==> config.mk <==
export PLATFORM = sky130hd
export DESIGN_NAME = alu_commit_flat
export DESIGN_NICKNAME = d
export VERILOG_FILES = /design/src/logic/core_pkg.sv /design/src/logic/issue_if.sv /design/src/logic/alu_commit.sv /design/src/flat_wrapper.sv
export VERILOG_INCLUDE_DIRS = /design/src /design/src/include
export SDC_FILE = /design/constraint.sdc
export NUM_CORES = 1
export LEC_CHECK = 0
export BUFFER_PORTS_ARGS = -buffer_cell sky130_fd_sc_hd__buf_2
export CAP_MARGIN = 5
export CORE_MARGIN = 8
export CORE_UTILIZATION = 50
export DETAILED_ROUTE_END_ITERATION = 7
export HOLD_SLACK_MARGIN = 0.15
export PLACE_DENSITY = 0.8
export SYNTH_ARGS = -nofsm -noshare
export SYNTH_HDL_FRONTEND = slang
export SYNTH_SLANG_ARGS = --single-unit
==> constraint.sdc <==
create_clock -name clk_i -period 5.2 [get_ports clk_i]
set_clock_uncertainty 0.2 [all_clocks]
set_input_delay 0 -clock clk_i [delete_from_list [all_inputs] [get_ports clk_i]]
set_output_delay 0 -clock clk_i [all_outputs]
set_load 0.01 [all_outputs]
==> src/include/core_macros.svh <==
// Core widths, RV32I opcode and funct encodings
// AXI4-Lite response code used by the fetch port

`ifndef CORE_MACROS_SVH
`define CORE_MACROS_SVH

// Data path and register file
`define XLEN    32
`define NR_REGS 32

// --------------------------------------------------
// RV32I opcodes of the supported groups
// --------------------------------------------------
`define OPC_OP     7'b0110011
`define OPC_OP_IMM 7'b0010011
`define OPC_LUI    7'b0110111

// funct3 of the ALU group
`define F3_ADD_SUB 3'b000
`define F3_SLL     3'b001
`define F3_SLT     3'b010
`define F3_SLTU    3'b011
`define F3_XOR     3'b100
`define F3_SRL_SRA 3'b101
`define F3_OR      3'b110
`define F3_AND     3'b111

// funct7 selecting SUB and SRA
`define F7_ALT 7'b0100000

// AXI read response
`define AXI_RESP_OKAY 2'b00

`endif
==> src/logic/core_pkg.sv <==
// Shared types of the core
// Data words, addresses, register indices, ALU operations, fetch FSM states

`include "core_macros.svh"

package core_pkg;

    // --------------------------------------------------
    // Plain vector types
    // --------------------------------------------------
    typedef logic [`XLEN-1:0] xlen_t;
    typedef logic [`XLEN-1:0] addr_t;
    typedef logic [31:0]      instr_t;

    // Index into the architectural register file
    typedef logic [$clog2(`NR_REGS)-1:0] reg_addr_t;

    // AXI4-Lite response field
    typedef logic [1:0] axi_resp_t;

    // --------------------------------------------------
    // Enumerations
    // --------------------------------------------------
    // ALU operations, PASS_B forwards operand b for LUI
    typedef enum logic [3:0] {
        ADD,
        SUB,
        SLL,
        SLT,
        SLTU,
        XOR,
        SRL,
        SRA,
        OR,
        AND,
        PASS_B
    } alu_op_t;

    // Fetch sequencing, address phase then data phase
    typedef enum logic [1:0] {
        IDLE,
        ADDR,
        DATA
    } fetch_state_t;

endpackage

==> src/logic/issue_if.sv <==
// Decoded instruction handed from decode to execute

`timescale 1ns/10ps

interface issue_if import core_pkg::*; ();

    logic      valid;
    alu_op_t   alu_op;
    reg_addr_t rd;
    xlen_t     operand_a;
    xlen_t     operand_b;
    logic      illegal;
    logic      fault;
    addr_t     pc;

    // Decode fills the issue register
    modport decode (
        output valid, alu_op, rd, operand_a, operand_b, illegal, fault, pc
    );

    // Execute is always ready, it consumes whatever is valid
    modport execute (
        input valid, alu_op, rd, operand_a, operand_b, illegal, fault, pc
    );

endinterface

==> src/logic/alu_commit.sv <==
// ALU, register write-back and the commit registers

`timescale 1ns/10ps

module alu_commit import core_pkg::*; (
    input  logic      clk_i,
    input  logic      rst_ni,
    issue_if.execute  issue,
    // Write-back, also the bypass source
    output logic      wb_en_o,
    output reg_addr_t wb_rd_o,
    output xlen_t     wb_data_o,
    // Retirement
    output logic      commit_valid_o,
    output addr_t     commit_pc_o,
    output reg_addr_t commit_rd_o,
    output logic      commit_we_o,
    output xlen_t     commit_wdata_o,
    output logic      commit_illegal_o,
    output logic      commit_fault_o
);

    xlen_t      result;
    logic [4:0] shamt;

    // --------------------------------------------------
    // ALU
    // --------------------------------------------------
    assign shamt = issue.operand_b[4:0];

    always_comb begin
        unique case (issue.alu_op)
            ADD:     result = issue.operand_a + issue.operand_b;
            SUB:     result = issue.operand_a - issue.operand_b;
            SLL:     result = issue.operand_a << shamt;
            SLT:     result = xlen_t'($signed(issue.operand_a) < $signed(issue.operand_b));
            SLTU:    result = xlen_t'(issue.operand_a < issue.operand_b);
            XOR:     result = issue.operand_a ^ issue.operand_b;
            SRL:     result = issue.operand_a >> shamt;
            SRA:     result = xlen_t'($signed(issue.operand_a) >>> shamt);
            OR:      result = issue.operand_a | issue.operand_b;
            AND:     result = issue.operand_a & issue.operand_b;
            default: result = issue.operand_b;
        endcase
    end

    // No architectural effect for illegal, faulted or x0 targets
    assign wb_en_o   = issue.valid && !issue.illegal && !issue.fault && (issue.rd != '0);
    assign wb_rd_o   = issue.rd;
    assign wb_data_o = result;

    // --------------------------------------------------
    // Commit registers
    // --------------------------------------------------
    always_ff @(posedge clk_i or negedge rst_ni) begin
        if (!rst_ni) begin
            commit_valid_o   <= 1'b0;
            commit_we_o      <= 1'b0;
            commit_illegal_o <= 1'b0;
            commit_fault_o   <= 1'b0;
        end else begin
            commit_valid_o   <= issue.valid;
            commit_we_o      <= wb_en_o;
            commit_illegal_o <= issue.valid && issue.illegal;
            commit_fault_o   <= issue.valid && issue.fault;
        end
    end

    always_ff @(posedge clk_i) begin
        if (issue.valid) begin
            commit_pc_o    <= issue.pc;
            commit_rd_o    <= issue.rd;
            commit_wdata_o <= result;
        end
    end

    // A flagged retirement never reports a register write
    flagged_no_we_a : assert property (
        @(posedge clk_i) disable iff (!rst_ni)
        commit_valid_o && (commit_illegal_o || commit_fault_o) |-> !commit_we_o
    );

endmodule

==> src/flat_wrapper.sv <==
// flat-port wrapper written by rule: the top's interface ports become plain ports
module alu_commit_flat import core_pkg::*;
  (clk_i, rst_ni, wb_en_o, wb_rd_o, wb_data_o, commit_valid_o, commit_pc_o, commit_rd_o, commit_we_o, commit_wdata_o, commit_illegal_o, commit_fault_o, issue_valid, issue_alu_op, issue_rd, issue_operand_a, issue_operand_b, issue_illegal, issue_fault, issue_pc);
  issue_if issue_i ();
  input  logic clk_i;
  input  logic rst_ni;
  output logic wb_en_o;
  output reg_addr_t wb_rd_o;
  output xlen_t wb_data_o;
  output logic commit_valid_o;
  output addr_t commit_pc_o;
  output reg_addr_t commit_rd_o;
  output logic commit_we_o;
  output xlen_t commit_wdata_o;
  output logic commit_illegal_o;
  output logic commit_fault_o;
  input wire logic [$bits(issue_i.valid)-1:0] issue_valid;
  input wire logic [$bits(issue_i.alu_op)-1:0] issue_alu_op;
  input wire logic [$bits(issue_i.rd)-1:0] issue_rd;
  input wire logic [$bits(issue_i.operand_a)-1:0] issue_operand_a;
  input wire logic [$bits(issue_i.operand_b)-1:0] issue_operand_b;
  input wire logic [$bits(issue_i.illegal)-1:0] issue_illegal;
  input wire logic [$bits(issue_i.fault)-1:0] issue_fault;
  input wire logic [$bits(issue_i.pc)-1:0] issue_pc;
  assign issue_i.valid = issue_valid;
  assign issue_i.alu_op = issue_alu_op;
  assign issue_i.rd = issue_rd;
  assign issue_i.operand_a = issue_operand_a;
  assign issue_i.operand_b = issue_operand_b;
  assign issue_i.illegal = issue_illegal;
  assign issue_i.fault = issue_fault;
  assign issue_i.pc = issue_pc;
  alu_commit u_core (.clk_i(clk_i), .rst_ni(rst_ni), .issue(issue_i), .wb_en_o(wb_en_o), .wb_rd_o(wb_rd_o), .wb_data_o(wb_data_o), .commit_valid_o(commit_valid_o), .commit_pc_o(commit_pc_o), .commit_rd_o(commit_rd_o), .commit_we_o(commit_we_o), .commit_wdata_o(commit_wdata_o), .commit_illegal_o(commit_illegal_o), .commit_fault_o(commit_fault_o));
endmodule
==> out/qor.yml <==
startpoint_type: "primary input"
synthDistinctLibCells: 86
cts_sinks: 73
grt_pass1_wl_mm: 72.64
synth-edff-count: 69
core_area_mm2: 0.02169
crit_type: "primary input to primary output"
vias: 12434
worst_slack_ns: 1.221
hold_path_end: "u_core.commit_pc_o[29]"
min_path_cells: 2
synth-simple-area-share_pct: 16.69
post_dp_cell_area_mm2: 0.01216
grt_setup_unrepaired: "false"
place_congestion: 1.042
worst_slew_pin_slew_ns: 1.059
n_antenna_cell: 0
yosysTopAreaCellShare_pct: 18.85
portBuffers: 220
die_h_um: 164.3
worst_hold_path_type: "primary input to flop"
gr-usage-met3_pct: 6.942
peakVddDrop_mv: 0.1464
avgSynthCellArea_um2: 8.177
dp_hpwl_mm: 36.61
final_nets: 1770
cts.repair.resized: 0
cts_made_buffers: 9
worstHoldStart: "issue_pc[29]"
antenna_left: 0
path_max_fanout: 51
setup_violations: 0
synth_compound_area_share_pct: 27.45
slew_violations: 0
cts-root-buf: "clkbuf_16"
gr-total-overflow: 0
routed_wl_mm: 49.04
use_met1_pct: 46.86
yosysMostFrequentCell: "nor2_1"
antenna_found_initial: 0
ys_warn_count: 0
drcViolationCount: 0
cts_setup_buffers: 0
synth.cell_area_mm2: 0.01099
fin_cells: 1846
pin_count: 221
synth.area.top_cells: "edfxtp_1 (19%), mux4_2 (11%), ha_1 (11%)"
busiest_layer: "met2"
synth_ff_type: "edfxtp_1"
drive_gt1_share_pct: 21.78
drt_iter0_drc: 1567
fillers: 1924
use_met2_pct: 54.58
syn_to_final_growth_pct: 20.14
cts_tree: "yes"
yosysTopAreaCell: "edfxtp_1"
synthXorXnorAreaFrac_pct: 1.674
clk_pin_slew_ns: 0.06
synth_top_family_by_area: "compound AO/OA/AOI/OAI gates"
crit_path_end_kind: "primary output"
post-route-min-period_ns: 3.979
synthArstFlopShare_pct: 5.479
dieArea_mm2: 0.02698
synth_fa_ha_area_share_pct: 11.41
via_per_inst: 6.736
start_util_pct: 50.67
cts.path.max_buffers: 2
max_slew_margin_pct: 29.31
syn_nets: 1553
stdcell_area_mm2: 0.01320
fmax_ghz: 0.2514
dp_slack_ns: 1.314
status: "finished clean"
tns_ns: 0
synthMuxAreaShare_pct: 15.44
hold_violations: 0
netlist_top_cells_count: "nor2_1 (176), a21oi_1 (124), ha_1 (97)"
grt_pass1_vias: 11895
rows: 54
fin_crit_sh_pct: 76.51
placedCellCount: 1760
required_ns: 5.00
syn-instance-count: 1344
yosysSeqAreaShare_pct: 19.77
wl_per_cell_um: 26.56
max_cap_viol_count: 0
leakage_nw: 5.608
p_total_mw: 2.746
ys_ff_latch: 73
powerDensity_mw_per_mm2: 208.0
crit_start: "issue_operand_b[0]"
cp.arrival_ns: 3.78
grt_usage_pct: 35.24
fp.dieW_um: 164.3
grt_max_degree: 74
firstDrtPassIters: 5
htree_levels: 3
## layer usage
layer	part of all wire [%]	routed length (µm)
met2	44	21740
met3	12	5773
met4	4.3	2131
met5	0	0
met1	40	19400
## flip-flops by register name, indices dropped and copies added (netlist names)
register / cells
u_core.commit_fault_o: 1
u_core.commit_illegal_o: 1
u_core.commit_pc_o: 32
u_core.commit_rd_o: 5
u_core.commit_valid_o: 1
u_core.commit_wdata_o: 32
u_core.commit_we_o: 1
## logic make-up after synthesis
family                   Yosys count
multiplexers                     101
XOR/XNOR                          21
buffers and inverters            201
adder cells (fa/ha/maj)           99
AO/OA/AOI/OAI                    454
AND/OR/NAND/NOR                  395
flip-flops                        73
## cells in the final DEF (no fill, tap or decap), types with 17 or more instances in the layout
cell type and count:
inv_1 89, dlygate4sd3_1 70, o21ai_0 87, nor2_1 176, o211ai_1 18, buf_4 25, ha_1 97, a21oi_1 124
edfxtp_1 69, nand2_1 80, mux4_2 54, nand3_1 19, xnor2_1 17, buf_2 218, mux2i_1 39, a221oi_1 22
nor3_1 39
## worst max path at each step
stage / end / slack, ns / cells past startpoint
after floorplan: u_core.commit_wdata_o[29] / 1.77 / 13
after global placement: u_core.commit_wdata_o[24] / 1.35 / 13
after detailed placement: u_core.commit_wdata_o[24] / 1.31 / 13
after CTS: wb_data_o[24] / 1.30 / 14
after global routing: wb_data_o[0] / 1.01 / 14
final: wb_data_o[0] / 1.22 / 14
## power breakdown
| part | leakage (nW) | switching (mW) | internal, mW |
|---|---|---|---|
| clock | 0.163 | 0.264 | 0.472 |
| sequential | 0.725 | 0.0155 | 0.711 |
| combinational | 4.72 | 0.802 | 0.481 |
## timing repair
item                                   4_1_cts  5_1_grt
endpoints found under the hold margin      132        0
setup endpoints to repair                    0        0
hold buffers                                70        0
## worst max-delay path, stage by stage
cell      delay [ns]
buf_4           0.57
ha_1            0.30
inv_1           0.06
fa_1            0.38
nor2b_1         0.16
o21ai_1         0.28
a211oi_2        0.17
nor4b_4         0.53
o21ba_2         0.31
o311ai_4        0.14
a211oi_1        0.27
o21ai_1         0.10
a32oi_1         0.29
buf_2           0.20
## metrics by stage
| stage | util (%) | hold WS [ns] |
|---|---|---|
| 6_report | 60.87 | 0.1573 |
| 3_5_place_dp | 56.06 | -0.3880 |
| 5_1_grt | 60.87 | 0.1713 |
| 3_3_place_gp | 56.06 | -0.3919 |
| 4_1_cts | 60.87 | 0.1555 |
| 2_1_floorplan | - | -0.4956 |
## final cells by class
type | instances | area [µm²] | area share [%]
Clock buffer | 10 | 229.0 | 1.734
Clock inverter | 6 | 115.1 | 0.8719
Inverter | 94 | 352.8 | 2.672
Multi-Input combinational cell | 1070 | 8004 | 60.62
Sequential cell | 73 | 2172 | 16.45
Tap cell | 280 | 350.3 | 2.654
Timing Repair Buffer | 313 | 1979 | 14.99
Note: power is estimated with default switching activity, not from simulation.
